File: config.mk
export PLATFORM = sky130hd
export DESIGN_NAME = ahbApbBridge
export DESIGN_NICKNAME = d
export VERILOG_FILES = /design/src/logic/ahbTypesPkg.sv /design/src/logic/apbTypesPkg.sv /design/src/logic/ahbApbBridge.sv /design/src/logic/apbReadReturn.sv /design/src/logic/apbFsmController.sv /design/src/logic/ahbSlaveInterface.sv
export VERILOG_INCLUDE_DIRS = /design/src /design/src/logic
export SDC_FILE = /design/constraint.sdc
export NUM_CORES = 1
export LEC_CHECK = 0
export ABC_AREA = 0
export BUFFER_PORTS_ARGS = -buffer_cell sky130_fd_sc_hd__buf_2
export CORE_MARGIN = 1.5
export CORE_UTILIZATION = 39
export DETAILED_ROUTE_END_ITERATION = 16
export PLACE_DENSITY = 0.64
export SYNTH_ARGS = -nofsm -noshare
export SYNTH_HDL_FRONTEND = slang
export SYNTH_SLANG_ARGS = --single-unit
File: constraint.sdc
create_clock -name Hclk -period 4.4 [get_ports Hclk]
set_clock_uncertainty 0.1 [all_clocks]
set_input_delay 0.22 -clock Hclk [delete_from_list [all_inputs] [get_ports Hclk]]
set_output_delay 0.22 -clock Hclk [all_outputs]
set_load 0.01 [all_outputs]
File: src/logic/bridge_defines.svh
// Bus widths are fixed at 32 bits and the three 64 MB peripheral windows must not overlap
`ifndef BRIDGE_DEFINES_SVH
`define BRIDGE_DEFINES_SVH

// Bus widths
`define ADDR_WIDTH 32
`define DATA_WIDTH 32

// APB peripherals behind the bridge
`define NUM_SLAVES 3

// Window base of each peripheral
`define SLAVE0_BASE 32'h8000_0000
`define SLAVE1_BASE 32'h8400_0000
`define SLAVE2_BASE 32'h8800_0000

// Size of one window
`define SLAVE_SPAN 32'h0400_0000

`endif
File: src/logic/ahbTypesPkg.sv
// AHB-Lite types for a 32-bit bus without HSIZE, HPROT, bursts or error responses
`default_nettype none
`include "bridge_defines.svh"

package ahbTypesPkg;

	typedef logic [`ADDR_WIDTH-1:0] addr_t;
	typedef logic [`DATA_WIDTH-1:0] data_t;

	// HTRANS encoding
	typedef logic [1:0] htrans_t;

	localparam htrans_t IDLE = 2'b00;
	localparam htrans_t BUSY = 2'b01;
	localparam htrans_t NONSEQ = 2'b10;
	localparam htrans_t SEQ = 2'b11;

	// Single-bit HRESP of AHB-Lite
	localparam logic hrespOkay = 1'b0;

endpackage

`default_nettype wire

File: src/logic/apbTypesPkg.sv
// APB2 select and controller state types for three peripherals at fixed windows
`default_nettype none
`include "bridge_defines.svh"

package apbTypesPkg;

	// One bit per peripheral
	typedef logic [`NUM_SLAVES-1:0] psel_t;

	typedef enum logic [2:0] {
		stIdle = 3'd0,
		stWriteWait = 3'd1,
		stRead = 3'd2,
		stWrite = 3'd3,
		stWritePipe = 3'd4,
		stReadEnable = 3'd5,
		stWriteEnable = 3'd6,
		stWritePipeEnable = 3'd7
	} apbState_t;

	localparam ahbTypesPkg::addr_t slaveBase [`NUM_SLAVES] =
		'{`SLAVE0_BASE, `SLAVE1_BASE, `SLAVE2_BASE};

	// Out-of-range addresses decode to no select
	function automatic psel_t decodeSel(input ahbTypesPkg::addr_t addr);
		psel_t sel;
		sel = '0;
		for (int i = 0; i < `NUM_SLAVES; i++)
			sel[i] = (addr - slaveBase[i]) < `SLAVE_SPAN;
		return sel;
	endfunction

endpackage

`default_nettype wire

File: src/logic/ahbApbBridge.sv
// Single AHB-Lite slave whose Hreadyin follows Hreadyout, driving three APB2 peripherals
`default_nettype none

module ahbApbBridge (
	input logic Hclk,
	input logic Hresetn,
	input ahbTypesPkg::addr_t Haddr,
	input ahbTypesPkg::htrans_t Htrans,
	input logic Hwrite,
	input ahbTypesPkg::data_t Hwdata,
	input logic Hreadyin,
	output logic Hreadyout,
	output ahbTypesPkg::data_t Hrdata,
	output logic Hresp,
	input ahbTypesPkg::data_t prdata0,
	input ahbTypesPkg::data_t prdata1,
	input ahbTypesPkg::data_t prdata2,
	output ahbTypesPkg::addr_t Paddr,
	output ahbTypesPkg::data_t Pwdata,
	output logic Pwrite,
	output apbTypesPkg::psel_t Pselx,
	output logic Penable
);

	logic valid;
	logic hwriteReg;
	apbTypesPkg::psel_t tempSel;
	ahbTypesPkg::addr_t haddr1;
	ahbTypesPkg::addr_t haddr2;
	ahbTypesPkg::data_t hwdata1;

	ahbSlaveInterface ahbSide (
		.Hclk(Hclk),
		.Hresetn(Hresetn),
		.Haddr(Haddr),
		.Htrans(Htrans),
		.Hwrite(Hwrite),
		.Hwdata(Hwdata),
		.Hreadyin(Hreadyin),
		.valid(valid),
		.tempSel(tempSel),
		.haddr1(haddr1),
		.haddr2(haddr2),
		.hwdata1(hwdata1),
		.hwriteReg(hwriteReg)
	);

	apbFsmController apbCtrl (
		.Hclk(Hclk),
		.Hresetn(Hresetn),
		.valid(valid),
		.Haddr(Haddr),
		.haddr1(haddr1),
		.haddr2(haddr2),
		.Hwdata(Hwdata),
		.hwdata1(hwdata1),
		.Hwrite(Hwrite),
		.hwriteReg(hwriteReg),
		.tempSel(tempSel),
		.Pwrite(Pwrite),
		.Penable(Penable),
		.Pselx(Pselx),
		.Paddr(Paddr),
		.Pwdata(Pwdata),
		.Hreadyout(Hreadyout)
	);

	apbReadReturn readSide (
		.Hclk(Hclk),
		.Hresetn(Hresetn),
		.Pselx(Pselx),
		.Penable(Penable),
		.Pwrite(Pwrite),
		.prdata0(prdata0),
		.prdata1(prdata1),
		.prdata2(prdata2),
		.Hrdata(Hrdata),
		.Hresp(Hresp)
	);

endmodule

`default_nettype wire

File: src/logic/apbReadReturn.sv
// Hrdata changes only after a read enable cycle and Hresp is always OKAY
`default_nettype none

module apbReadReturn (
	input logic Hclk,
	input logic Hresetn,
	input apbTypesPkg::psel_t Pselx,
	input logic Penable,
	input logic Pwrite,
	input ahbTypesPkg::data_t prdata0,
	input ahbTypesPkg::data_t prdata1,
	input ahbTypesPkg::data_t prdata2,
	output ahbTypesPkg::data_t Hrdata,
	output logic Hresp
);

	ahbTypesPkg::data_t rdMux;
	logic readEnable;

	// Pselx is one-hot
	always_comb
	begin
		rdMux = '0;
		case (Pselx)
			3'b001:
				rdMux = prdata0;
			3'b010:
				rdMux = prdata1;
			3'b100:
				rdMux = prdata2;
			default:
				rdMux = '0;
		endcase
	end

	assign readEnable = Penable && !Pwrite && (Pselx != '0);

	always_ff @(posedge Hclk)
	begin
		if (!Hresetn)
		begin
			Hrdata <= '0;
			Hresp <= ahbTypesPkg::hrespOkay;
		end
		else
		begin
			if (readEnable)
				Hrdata <= rdMux;
			Hresp <= ahbTypesPkg::hrespOkay;
		end
	end

endmodule

`default_nettype wire

File: src/logic/apbFsmController.sv
// APB2 timing with no wait states, no Pready or Pslverr, and at most two writes in flight
`default_nettype none

module apbFsmController (
	input logic Hclk,
	input logic Hresetn,
	input logic valid,
	input ahbTypesPkg::addr_t Haddr,
	input ahbTypesPkg::addr_t haddr1,
	input ahbTypesPkg::addr_t haddr2,
	input ahbTypesPkg::data_t Hwdata,
	input ahbTypesPkg::data_t hwdata1,
	input logic Hwrite,
	input logic hwriteReg,
	input apbTypesPkg::psel_t tempSel,
	output logic Pwrite,
	output logic Penable,
	output apbTypesPkg::psel_t Pselx,
	output ahbTypesPkg::addr_t Paddr,
	output ahbTypesPkg::data_t Pwdata,
	output logic Hreadyout
);

	apbTypesPkg::apbState_t state;
	apbTypesPkg::apbState_t stateNext;

	ahbTypesPkg::addr_t addrNext;
	ahbTypesPkg::data_t wdataNext;
	apbTypesPkg::psel_t selNext;
	logic writeNext;
	logic enableNext;
	logic readyNext;

	always_ff @(posedge Hclk)
	begin
		if (!Hresetn)
			state <= apbTypesPkg::stIdle;
		else
			state <= stateNext;
	end

	always_comb
	begin
		stateNext = state;
		case (state)
			apbTypesPkg::stWriteWait:
				stateNext = valid ? apbTypesPkg::stWritePipe : apbTypesPkg::stWrite;
			apbTypesPkg::stRead:
				stateNext = apbTypesPkg::stReadEnable;
			apbTypesPkg::stWrite:
				stateNext = apbTypesPkg::stWriteEnable;
			apbTypesPkg::stWritePipe:
				stateNext = apbTypesPkg::stWritePipeEnable;
			// Parked transfer in haddr2 decides where to go
			apbTypesPkg::stWritePipeEnable:
				stateNext = hwriteReg ? apbTypesPkg::stWrite : apbTypesPkg::stRead;
			// Idle and both enable states take a new address phase
			default:
			begin
				if (!valid)
					stateNext = apbTypesPkg::stIdle;
				else if (Hwrite)
					stateNext = apbTypesPkg::stWriteWait;
				else
					stateNext = apbTypesPkg::stRead;
			end
		endcase
	end

	// Decode of the values the APB bus carries next cycle
	always_comb
	begin
		addrNext = Paddr;
		wdataNext = Pwdata;
		writeNext = Pwrite;
		selNext = '0;
		enableNext = 1'b0;
		readyNext = 1'b1;
		case (state)
			apbTypesPkg::stWriteWait:
			begin
				// Write data is on Hwdata now, address came one cycle earlier
				addrNext = haddr1;
				wdataNext = Hwdata;
				writeNext = hwriteReg;
				selNext = apbTypesPkg::decodeSel(haddr1);
				readyNext = 1'b0;
			end
			apbTypesPkg::stRead,
			apbTypesPkg::stWritePipe:
			begin
				selNext = Pselx;
				enableNext = 1'b1;
				readyNext = 1'b0;
			end
			apbTypesPkg::stWrite:
			begin
				selNext = Pselx;
				enableNext = 1'b1;
			end
			apbTypesPkg::stWritePipeEnable:
			begin
				// Second transfer waited two cycles back
				addrNext = haddr2;
				wdataNext = hwdata1;
				writeNext = hwriteReg;
				selNext = apbTypesPkg::decodeSel(haddr2);
				readyNext = 1'b0;
			end
			default:
			begin
				// read setup straight from the address phase
				if (valid && !Hwrite)
				begin
					addrNext = Haddr;
					selNext = tempSel;
					writeNext = 1'b0;
					readyNext = 1'b0;
				end
			end
		endcase
	end

	always_ff @(posedge Hclk)
	begin
		if (!Hresetn)
		begin
			Pselx <= '0;
			Penable <= 1'b0;
			Pwrite <= 1'b0;
			Hreadyout <= 1'b0;
		end
		else
		begin
			Pselx <= selNext;
			Penable <= enableNext;
			Pwrite <= writeNext;
			Hreadyout <= readyNext;
		end
	end

	// Payload outputs
	always_ff @(posedge Hclk)
	begin
		Paddr <= addrNext;
		Pwdata <= wdataNext;
	end

endmodule

`default_nettype wire

File: src/logic/ahbSlaveInterface.sv
// Hreadyin must follow Hreadyout because an address phase is only taken while it is high
`default_nettype none

module ahbSlaveInterface (
	input logic Hclk,
	input logic Hresetn,
	input ahbTypesPkg::addr_t Haddr,
	input ahbTypesPkg::htrans_t Htrans,
	input logic Hwrite,
	input ahbTypesPkg::data_t Hwdata,
	input logic Hreadyin,
	output logic valid,
	output apbTypesPkg::psel_t tempSel,
	output ahbTypesPkg::addr_t haddr1,
	output ahbTypesPkg::addr_t haddr2,
	output ahbTypesPkg::data_t hwdata1,
	output logic hwriteReg
);

	logic active;

	// Only NONSEQ and SEQ carry a transfer
	always_comb
	begin
		active = 1'b0;
		case (Htrans)
			ahbTypesPkg::NONSEQ,
			ahbTypesPkg::SEQ:
				active = 1'b1;
			ahbTypesPkg::IDLE,
			ahbTypesPkg::BUSY:
				active = 1'b0;
		endcase
	end

	assign tempSel = apbTypesPkg::decodeSel(Haddr);

	// In-range transfer seen in an address phase
	assign valid = active && Hreadyin && (tempSel != '0);

	// Delay line feeding the pipelined write path
	always_ff @(posedge Hclk)
	begin
		haddr1 <= Haddr;
		haddr2 <= haddr1;
		hwdata1 <= Hwdata;
	end

	// Direction of the last accepted transfer, held until the next one
	always_ff @(posedge Hclk)
	begin
		if (!Hresetn)
			hwriteReg <= 1'b0;
		else if (valid)
			hwriteReg <= Hwrite;
	end

endmodule

`default_nettype wire

# Word-level counts from Yosys, hierarchy flattened
# Cells that the tools add are included.
[totals]
output_inout_bits = 103
register_bits = 202
wordCells = 79
inputBits = 166
[op_classes]
add_sub_neg = 9
n_reduce_logical = 20
eq_ne = 11
magnitude_cmp = 9
mux = 17
bitwise_logic = 1
[ops]
columns = ["operator", "count"]
rows = [
  ["32-bit by 27-bit less-than comparator with 1-bit output (second input constant)", 9],
  ["32-bit subtractor (second input constant)", 9],
  ["32-bit case mux with 3 select lines", 2],
  ["32-bit case mux with 2 select lines", 1],
  ["32-bit 2-to-1 mux", 1],
  ["3-bit case mux with 5 select lines", 1],
  ["3-bit by 2-bit equality test with 1-bit output (second input constant)", 3],
  ["3-bit equality test (second input constant)", 3],
  ["3-bit 2-to-1 mux", 3],
  ["3-bit case mux with 3 select lines", 1],
  ["3-bit nonzero test", 3],
  ["3-bit by 1-bit equality test with 1-bit output (second input constant)", 2],
  ["1-bit case mux with 2 select lines", 3],
  ["2-bit OR reduction", 3],
  ["1-bit logical AND", 5],
  ["2-bit equality test (second input constant)", 2],
  ["1-bit 2-to-1 mux", 4],
  ["2-bit AND reduction", 2],
  ["2-bit nonzero test", 2],
  ["4-bit OR reduction", 1],
  ["3-bit OR reduction", 1],
  ["2-bit by 1-bit equality test with 1-bit output (second input constant)", 1],
  ["1-bit zero test", 2],
  ["2-bit zero test", 1],
  ["other kinds (2)", 2],
]

# Logic depth before layout (Yosys ltp)
# Gate-level depths: netlist of the first run.
[depth]
word_depth = 8
depth_mapped = 7
depth_no_buf = 7

# Cells and area by module
# Synthesis of the first run repeated with hierarchy kept, for this count alone.
[unflattened]
hier_cells = 719
hier_area_um2 = 8260.4
[modules_own_cells]
columns = ["mod", "instances", "area_each_um2", "cells_each", "seq_area_each_um2"]
rows = [
  ["apbFsmController", 1, 3966.3, 344, 2102.0],
  ["apbReadReturn", 1, 2199.6, 261, 640.6],
  ["ahbSlaveInterface", 1, 2094.5, 114, 1941.9],
]

# Least setup slack after synthesis of the first run
# No wires, ideal clock.
[synth_timing]
path_type = "register -> register"
from = "register apbCtrl.state[2]"
to = "register apbCtrl.Paddr[0] (enable)"
setup_slack_ps = 817
required_ps = 3879
t_arrival_ps = 3062
period_less_slack_ps = 3583
stages_incl_launch_ff = 7
setup_time_ps = 421
n_path_buf = 1
path_cell_list = "dfxtp_1 > clkbuf_1 > nand2b_1 > nand3_1 > inv_1 > a21oi_1 > nor2_1"
[synth_between]
elab_chain_len = 4
elab_cells_between_ends = 9
cone_classes = "5 x eq/ne; 1 x bitwise; 3 x reduce/logical"
[synth_lines]
columns = ["element", "line", "rtl"]
rows = [
  ["from (decl)", "apbFsmController.sv:24", "apbTypesPkg::apbState_t state;"],
  ["from (signal assigned)", "apbFsmController.sv:37", "state <= apbTypesPkg::stIdle;"],
  ["from (signal assigned)", "apbFsmController.sv:39", "state <= stateNext;"],
  ["3-bit by 2-bit equality test with 1-bit output / 3-bit equality test (equally long branches)", "apbFsmController.sv:79", "case (state)"],
  ["3-bit OR reduction (no line)", "-", ""],
  ["1-bit NOT (no line)", "-", ""],
  ["2-bit AND reduction (no line) *", "-", ""],
  ["to (signal assigned)", "apbFsmController.sv:145", "Paddr <= addrNext;"],
  ["to (decl)", "apbFsmController.sv:19", "output ahbTypesPkg::addr_t Paddr,"],
]
# Mark *: on every way between the ends. The rest lies on a longest branch, timed or not.
# A chain may end at the register's enable or synchronous reset.

# Worst setup path in the final report of the first run
[layout_timing]
from = "input Haddr[27]"
to = "register apbCtrl.Paddr[17] (enable)"
[layout_between]
elab_chain_len = 7
elab_cells_between_ends = 11
cone_classes = "3 x add/sub; 3 x order compare; 5 x reduce/logical"
[layout_lines]
columns = ["element", "line", "rtl"]
rows = [
  ["from (decl)", "ahbApbBridge.sv:7", "input ahbTypesPkg::addr_t Haddr,"],
  ["32-bit subtractor", "apbTypesPkg.sv:29", "sel[i] = (addr - slaveBase[i]) < `SLAVE_SPAN;"],
  ["32-bit by 27-bit less-than comparator with 1-bit output (no line)", "-", ""],
  ["3-bit nonzero test *", "ahbSlaveInterface.sv:39", "assign valid = active && Hreadyin && (tempSel != '0);"],
  ["1-bit logical AND *", "ahbSlaveInterface.sv:39", ""],
  ["1-bit logical AND *", "apbFsmController.sv:113", "if (valid && !Hwrite)"],
  ["3-bit nonzero test (no line) *", "-", ""],
  ["2-bit AND reduction (no line) *", "-", ""],
]
# Marked as above.

==> results of run 1 <==
## cell families after synthesis
group,after synthesis,synth area share
AO/OA/AOI/OAI,251,0.188
flip-flops,202,0.572
AND/OR/NAND/NOR,181,0.126
buffers and inverters,104,0.0538
multiplexers,32,0.0440
XOR/XNOR,7,0.00748
adder cells (fa/ha/maj),6,0.00916
other,1,0.000458
## path summary, 6_finish.rpt
path / slack (ps) / from / to
worst max-delay path: 1390 / Haddr[27] / apbCtrl.Paddr[17]$_DFFE_PP_
worst max register to register: 1810 / apbCtrl.state[2]$_SDFF_PN0_ / apbCtrl.Paddr[17]$_DFFE_PP_
worst min-delay path: 9 / prdata0[23] / readSide.Hrdata[23]$_SDFFE_PN0P_
worst min register to register: 240 / ahbSide.haddr1[6]$_DFF_P_ / ahbSide.haddr2[6]$_DFF_P_
## state kept, by name, indices dropped and copies added (netlist names), 3 cells and up
signal,count
ahbSide.haddr1,32
ahbSide.haddr2,32
ahbSide.hwdata1,32
apbCtrl.Paddr,32
apbCtrl.Pselx,3
apbCtrl.Pwdata,32
apbCtrl.state,3
readSide.Hrdata,32
## power groups by stage
stage | combinational (mW) | sequential (mW) | clock [mW]
final | 1.39 | 2.33 | 2.01
after global routing | 1.55 | 2.36 | 2.14
after CTS | 1.40 | 2.33 | 2.06
after detailed placement | 1.33 | 2.37 | 0
after global placement | 1.32 | 2.36 | 0
after floorplan | 0.816 | 2.43 | 0
## routing by layer
metal  GRT usage  part of all wire  up-vias
li1            -                 -     3510
met3      0.0306             0.053       26
met2       0.310              0.49      210
met1       0.239              0.44     3251
met4      0.0436             0.018        0
met5           0                 0        -
## worst reg2reg max path, stage by stage, from the launching register on
cell and delay (ps):
dfxtp_2 310, buf_4 340, nand2b_1 210, nand3_1 190
inv_1 130, a21oi_1 70, nor2_4 830
## synthesized netlist by cell type (10+ instances only)
cell type  instances  area [um^2]
nor2_1            39          146
o22ai_1           29          181
nand3b_1          30          225
buf_1             10         37.5
nor3b_1           27          203
buf_2             19         95.1
o21ai_0           73          365
a21oi_1           68          340
dfxtp_1          138         2760
mux2_2            32          360
edfxtp_1          64         1920
inv_1             41          154
nand2_1           41          154
a22oi_1           65          488
nand3_1           13         65.1
clkbuf_1          30          113
## layout make-up
| cell class | count | area share |
|---|---|---|
| Multi-Input combinational cell | 478 | 0.271 |
| Inverter | 41 | 0.0134 |
| Clock inverter | 6 | 0.00960 |
| Sequential cell | 202 | 0.409 |
| Timing Repair Buffer | 374 | 0.207 |
| Tap cell | 270 | 0.0294 |
| Clock buffer | 36 | 0.0607 |
## timing repair
action | CTS | global route
endpoints found under the hold margin | 130 | 0
hold buffers | 95 | 0
setup buffers | 0 | 0
## through the flow
step,cells,cell area (um^2),hold slack [ps],util,total power [mW]
6_report,1407,11500,9.34,0.562,5.73
2_1_floorplan,784,8190,148,-,3.24
3_3_place_gp,1270,9720,233,0.476,3.68
5_1_grt,1407,11500,50.0,0.562,6.05
4_1_cts,1407,11500,2.11,0.562,5.79
3_5_place_dp,1270,9720,238,0.476,3.70
==> impl_table.tex, run 1 <==
\begin{tabular}{lr}
\hline
Metric & Value \\
\hline
\multicolumn{2}{l}{\textbf{Global routing}} \\
Antenna violations before repair & 0 \\
Global-route wire length before repair & around 33000 um \\
Via count of the first global-routing pass & between 6000 and 7000 \\
Overall global routing resource usage & 0.181 \\
Total grt overflow & 0 \\
Pin count of the biggest net entering global routing & slightly below 100 \\
\multicolumn{2}{l}{\textbf{Yosys}} \\
EDFF count, synth & 64 \\
Sequential share of the synthesized area & 0.572 \\
Yosys warning total & 0 \\
Summed instance area of the synthesized netlist & about 8200 um\^{}2 \\
Mean instance size in the synthesized netlist & approximately 10 um\^{}2 \\
Synthesized Nets & between 900 and 1000 \\
Async S/R FF share, synth & 0 \\
Cells after synthesis & between 700 and 800 \\
Most common flop cell mapped by yosys & dfxtp\_1 \\
Number of distinct library cells after synthesis & 58 \\
Number of synthesized register bits & a little over 200 \\
\multicolumn{2}{l}{\textbf{Placed design}} \\
Detailed placer's ending HPWL & roughly 13000 um \\
Final weighted congestion in routability-driven placement & approximately 0.75 \\
Number of buffers inserted by port buffering & about 270 \\
Pre-CTS worst setup slack & approximately 1500 ps \\
\multicolumn{2}{l}{\textbf{Power}} \\
Switching power of the nets & approximately 1.7 mW \\
Pleak & 4.71 nW \\
Worst voltage drop across the vdd grid & 253 uV \\
Internal power component & approximately 4.0 mW \\
Power Density & 500 nW/um\^{}2 \\
Clk network pwr share & 0.351 \\
Combinational share of power & 0.243 \\
Fraction of power spent switching nets & 0.298 \\
Sequential group share of total power & 0.407 \\
\multicolumn{2}{l}{\textbf{Floorplan}} \\
Width of the die & 148 um \\
Die outline height & roughly 150 um \\
Starting utilization of the core area & 0.401 \\
Number of rows created at floorplan & 52 \\
Die Area & 21900 um\^{}2 \\
Boundary Pins & $\sim$270 \\
Core ar. & between 20000 and 25000 um\^{}2 \\
\multicolumn{2}{l}{\textbf{Worst setup path}} \\
Maximum fanout along the worst path & 32 \\
Buffer and inverter count on the worst path & 3 \\
Type of the worst setup path & in2reg \\
Delay of the slowest cell on the worst path & roughly 830 ps \\
Endpoint arrival time on the critical path & 3020 ps \\
Master of the slowest instance on the critical path & nor2\_4 \\
Cell family contributing the most delay on the critical path & simple AND/OR/NAND/NOR gates \\
Data required, critical path & between 4000 and 5000 ps \\
Crit. End Element & flop \\
Levels on crit path & 9 \\
Cells traversed along the worst timing path & dlygate4sd3\_1 > buf\_2 > inv\_1 > ha\_1 > xor2\_1 > nor3\_1 > a211o\_4 > a21oi\_1 > nor2\_4 \\
Startpoint types & input port \\
Logic depth of the worst register-to-register path & 6 \\
\multicolumn{2}{l}{\textbf{STA}} \\
Setup repair after global routing missed its margin & false \\
Final total negative setup slack & 0 ps \\
Ratio of final minimum period to clock period & 0.685 \\
Highest achievable clock rate & $\sim$330 MHz \\
Minimum clock period after layout & approximately 3000 ps \\
Worst setup slack after layout & 1390 ps \\
Hold Vio Cnt, Final & 0 \\
Worst rel slew slack & 0.288 \\
Count of final setup violators & 0 \\
Number of slew-limit violations in the final report & 0 \\
Slew of the pin with the lowest slew margin & about 1100 ps \\
\multicolumn{2}{l}{\textbf{Cells and area}} \\
Most used cells in the layout excluding fill and tap cells & 266 x buf\_2, 135 x dfxtp\_1, 95 x dlygate4sd3\_1 \\
Area taken by multi-input logic gates & approximately 3100 um\^{}2 \\
Nets & about 1300 \\
Count of antenna diodes in the layout & 0 \\
Fraction of final layout cells with drive strength greater than 1 & 0.324 \\
Footprint of the flip-flops and latches & between 4000 and 5000 um\^{}2 \\
Syn-to-layout area delta & 40.0\% \\
Leading cell type in the layout, fill and taps excluded & buf\_2 \\
Fill cell total of the finished layout & 1787 \\
\multicolumn{2}{l}{\textbf{CTS}} \\
Clock slew seen by the registers of the worst setup and hold paths & roughly 50 ps \\
Clock buffer count from CTS & 23 \\
TritonCTS Sinks & approximately 200 \\
Clk buf depth & 3 \\
Maximum level of the CTS H-tree & 1 \\
CTS tree & built \\
CTS Root Cell & clkbuf\_16 \\
Source-to-sink clock delay at the later pin of the worst-skew pair & just over 500 ps \\
Resized Gates After CTS & 0 \\
\multicolumn{2}{l}{\textbf{Hold path}} \\
Type of the worst min-delay path & in2reg \\
Number of cells on the worst hold path & 5 \\
\multicolumn{2}{l}{\textbf{Detailed routing}} \\
Routed WL per cell & about 15 um \\
Vias post-DR & between 6000 and 7000 \\
First-pass DRT Iterations & 5 \\
Remaining DRCs & 0 \\
DRC violation total after the first TritonRoute iteration & around 360 \\
DRT antenna net count & 0 \\
Sum of routed wire length over all layers & about 21000 um \\
Detail-routed via count per cell & between 4 and 5 \\
\multicolumn{2}{l}{\textbf{Run status}} \\
Status & complete, no violations \\
\multicolumn{2}{l}{\textbf{Job}} \\
Number of violations of the max-capacitance limit & 0 \\
\hline
\end{tabular}
Note: power is estimated with default switching activity, not from simulation.
==> inputs of run 2 (changes only) <==
Settings changed: PLACE_DENSITY 0.64 to 0.67.
Clock period 4.4 ns to 2.6 ns, I/O delays scaled along.
==> run 2 against run 1 <==
Net effect:
- die area is the same
- routed wire length grew 2.2%
- power grew 75%
- combinational power grew 94%
- non-clock buffer count grew 29
- sequential share of layout area shrank 1.1 points
- critical path type is now reg2reg
- critical path depth shrank 2
- first-iteration DRC count grew 22%
- critical endpoint is now readSide.Hrdata[16]$_SDFFE_PN0P_
- largest power group unchanged
- worst hold slack gained 9.8 ps
==> impl_table.tex, run 2 (synthesized netlist as in run 1, its figures left out) <==
\begin{tabular}{lr}
\hline
Metric & Value \\
\hline
\multicolumn{2}{l}{\textbf{Power}} \\
Worst voltage drop across the vdd grid & 415 uV (+64\%) \\
Pleak & 4.89 nW (+3.9\%) \\
Power Density & 849 nW/um\^{}2 (+70\%) \\
\multicolumn{2}{l}{\textbf{Detailed routing}} \\
Vias post-DR & 7202 (+2.9\%) \\
Sum of routed wire length over all layers & 21400 um (+2.2\%) \\
Met3 routed wirelength & 1190 um (+6.2\%) \\
DRC violation total after the first TritonRoute iteration & 442 (+22\%) \\
Remaining DRCs & 0 (unchanged) \\
First-pass DRT Iterations & 5 (unchanged) \\
Post-Route M1 WL & 9380 um (+2.2\%) \\
Met2 WL post-DR & 10500 um (+1.6\%) \\
DRT antenna net count & 0 (unchanged) \\
Routed WL per cell & 14.9 um (+0.18\%) \\
Detail-routed via count per cell & 5.02 (+0.85\%) \\
Uppermost layer routed & met4 \\
\multicolumn{2}{l}{\textbf{CTS}} \\
Clock slew seen by the registers of the worst setup and hold paths & 60 ps (about the same) \\
CTS tree & built \\
Maximum level of the CTS H-tree & 1 (unchanged) \\
CTS Root Cell & clkbuf\_16 \\
Clk buf depth & 3 (unchanged) \\
Clock buffer count from CTS & 23 (unchanged) \\
Resized Gates After CTS & 0 (unchanged) \\
TritonCTS Sinks & 202 (unchanged) \\
Source-to-sink clock delay at the later pin of the worst-skew pair & 510 ps (about the same) \\
\multicolumn{2}{l}{\textbf{STA}} \\
Highest achievable clock rate & 420 MHz \\
Hold Vio Cnt, Final & 0 (unchanged) \\
Number of slew-limit violations in the final report & 0 (unchanged) \\
Worst rel slew slack & 0.486 (+0.198) \\
Worst setup slack after layout & 222 ps (-1170 ps) \\
Count of final setup violators & 0 (unchanged) \\
Setup repair after global routing missed its margin & false \\
Hold WS & 19.1 ps (+9.77 ps) \\
Ratio of final minimum period to clock period & 0.915 \\
Slew of the pin with the lowest slew margin & 771 ps (-294 ps) \\
Minimum clock period after layout & about 2400 ps \\
Final total negative setup slack & 0 ps (unchanged) \\
\multicolumn{2}{l}{\textbf{Global routing}} \\
Pin count of the biggest net entering global routing & 88 (-11\%) \\
Antenna violations before repair & 0 (unchanged) \\
Via count of the first global-routing pass & 6873 (+5.6\%) \\
Total grt overflow & 0 (unchanged) \\
Global-route wire length before repair & 34000 um (+3.9\%) \\
Overall global routing resource usage & 0.188 (+0.00652) \\
\multicolumn{2}{l}{\textbf{Placed design}} \\
Final weighted congestion in routability-driven placement & 0.801 (+6.1\%) \\
Detailed placer's ending HPWL & 13500 um (+4.4\%) \\
Pre-CTS worst setup slack & 378 ps (-1130 ps) \\
Number of buffers inserted by port buffering & 266 (unchanged) \\
Cell area reported after detailed placement & 9770 um\^{}2 (+0.61\%) \\
\multicolumn{2}{l}{\textbf{Floorplan}} \\
Die Area & 21900 um\^{}2 (unchanged) \\
Boundary Pins & 269 (unchanged) \\
Number of rows created at floorplan & 52 (unchanged) \\
Starting utilization of the core area & 0.401 (unchanged) \\
Width of the die & 148 um (unchanged) \\
Core ar. & 20400 um\^{}2 (unchanged) \\
Die outline height & 148 um (unchanged) \\
\multicolumn{2}{l}{\textbf{Worst setup path}} \\
Register-to-register setup slack & 220 ps (-1590 ps) \\
Endpoint arrival time on the critical path & 2730 ps (-290 ps) \\
Data required, critical path & 2950 ps (-1460 ps) \\
Type of the worst setup path & reg2reg \\
Maximum fanout along the worst path & 32 (unchanged) \\
Crit. End Element & flop \\
Startpoint types & flop \\
\multicolumn{2}{l}{\textbf{Cells and area}} \\
Leading cell type in the layout, fill and taps excluded & buf\_2 \\
Syn-to-layout area delta & 43.9\% \\
Most used cells in the layout excluding fill and tap cells & 266 x buf\_2, 135 x dfxtp\_1, 120 x dlygate4sd3\_1 \\
Fraction of final layout cells with drive strength greater than 1 & 0.322 (-0.00205) \\
Fill cell total of the finished layout & 1726 (-3.4\%) \\
Final instance area & 11800 um\^{}2 (+2.8\%) \\
Nets & 1321 (+2.2\%) \\
Count of antenna diodes in the layout & 0 (unchanged) \\
Post-Route Utilization & 0.577 (+0.0155) \\
\multicolumn{2}{l}{\textbf{Job}} \\
Number of violations of the max-capacitance limit & 0 (unchanged) \\
\multicolumn{2}{l}{\textbf{Hold path}} \\
Type of the worst min-delay path & in2reg \\
\multicolumn{2}{l}{\textbf{Run status}} \\
Status & complete, no violations \\
\hline
\end{tabular}
-- run 2: through the flow --
| step | total power, mW | cells |
|---|---|---|
| after floorplan | 5.49 | 784 |
| after global placement | 6.26 | 1274 |
| after detailed placement | 6.31 | 1274 |
| after CTS | 10.1 | 1436 |
| after global routing | 10.5 | 1436 |
| final | 10.0 | 1436 |
-- run 2: cell type report --
type	instances	area [um^2]	share of cell area
Sequential cell	202	4690	0.398
Multi-Input combinational cell	478	3100	0.263
Timing Repair Buffer	403	2690	0.228
Clock buffer	34	678	0.0575
Tap cell	270	338	0.0287
Inverter	41	158	0.0134
Clock inverter	8	136	0.0116
-- run 2: critical path, stage by stage, from the launching register on --
cell and delay [ps]:
dfxtp_1 530, nor2b_2 230, buf_4 340, a22oi_1 160, o21ai_0 210, dlygate4sd3_1 570, a22oi_1 60, nor2_1 100
-- run 2: worst paths after layout --
check / end / cells past startpoint / from
worst max-delay path: readSide.Hrdata[16]$_SDFFE_PN0P_ / 7 / apbCtrl.Pselx[2]$_SDFFE_PN0P_
worst max register to register: readSide.Hrdata[16]$_SDFFE_PN0P_ / 7 / apbCtrl.Pselx[2]$_SDFFE_PN0P_
worst min register to register: ahbSide.haddr2[9]$_DFF_P_ / 0 / ahbSide.haddr1[9]$_DFF_P_
worst min-delay path: readSide.Hrdata[28]$_SDFFE_PN0P_ / 5 / prdata2[28]
-- run 2: timing repair --
item                                   in CTS  in global routing
setup endpoints to repair                   0                  0
endpoints found under the hold margin     164                  0
buffers inserted                            0                  0
hold buffers                              120                  0
-- run 2: power breakdown --
group | switching (mW) | internal [mW]
Clock | 1.29 | 2.12
Sequential | 0.160 | 3.75
Combinational | 1.55 | 1.15
Total | 3.00 | 7.02
-- run 2: routing by layer --
| metal | GRT usage | vias up |
|---|---|---|
| met1 | 0.245 | 3369 |
| met4 | 0.0510 | 0 |
| met3 | 0.0336 | 36 |
| met2 | 0.321 | 223 |
| met5 | 0 | - |
| li1 | - | 3574 |
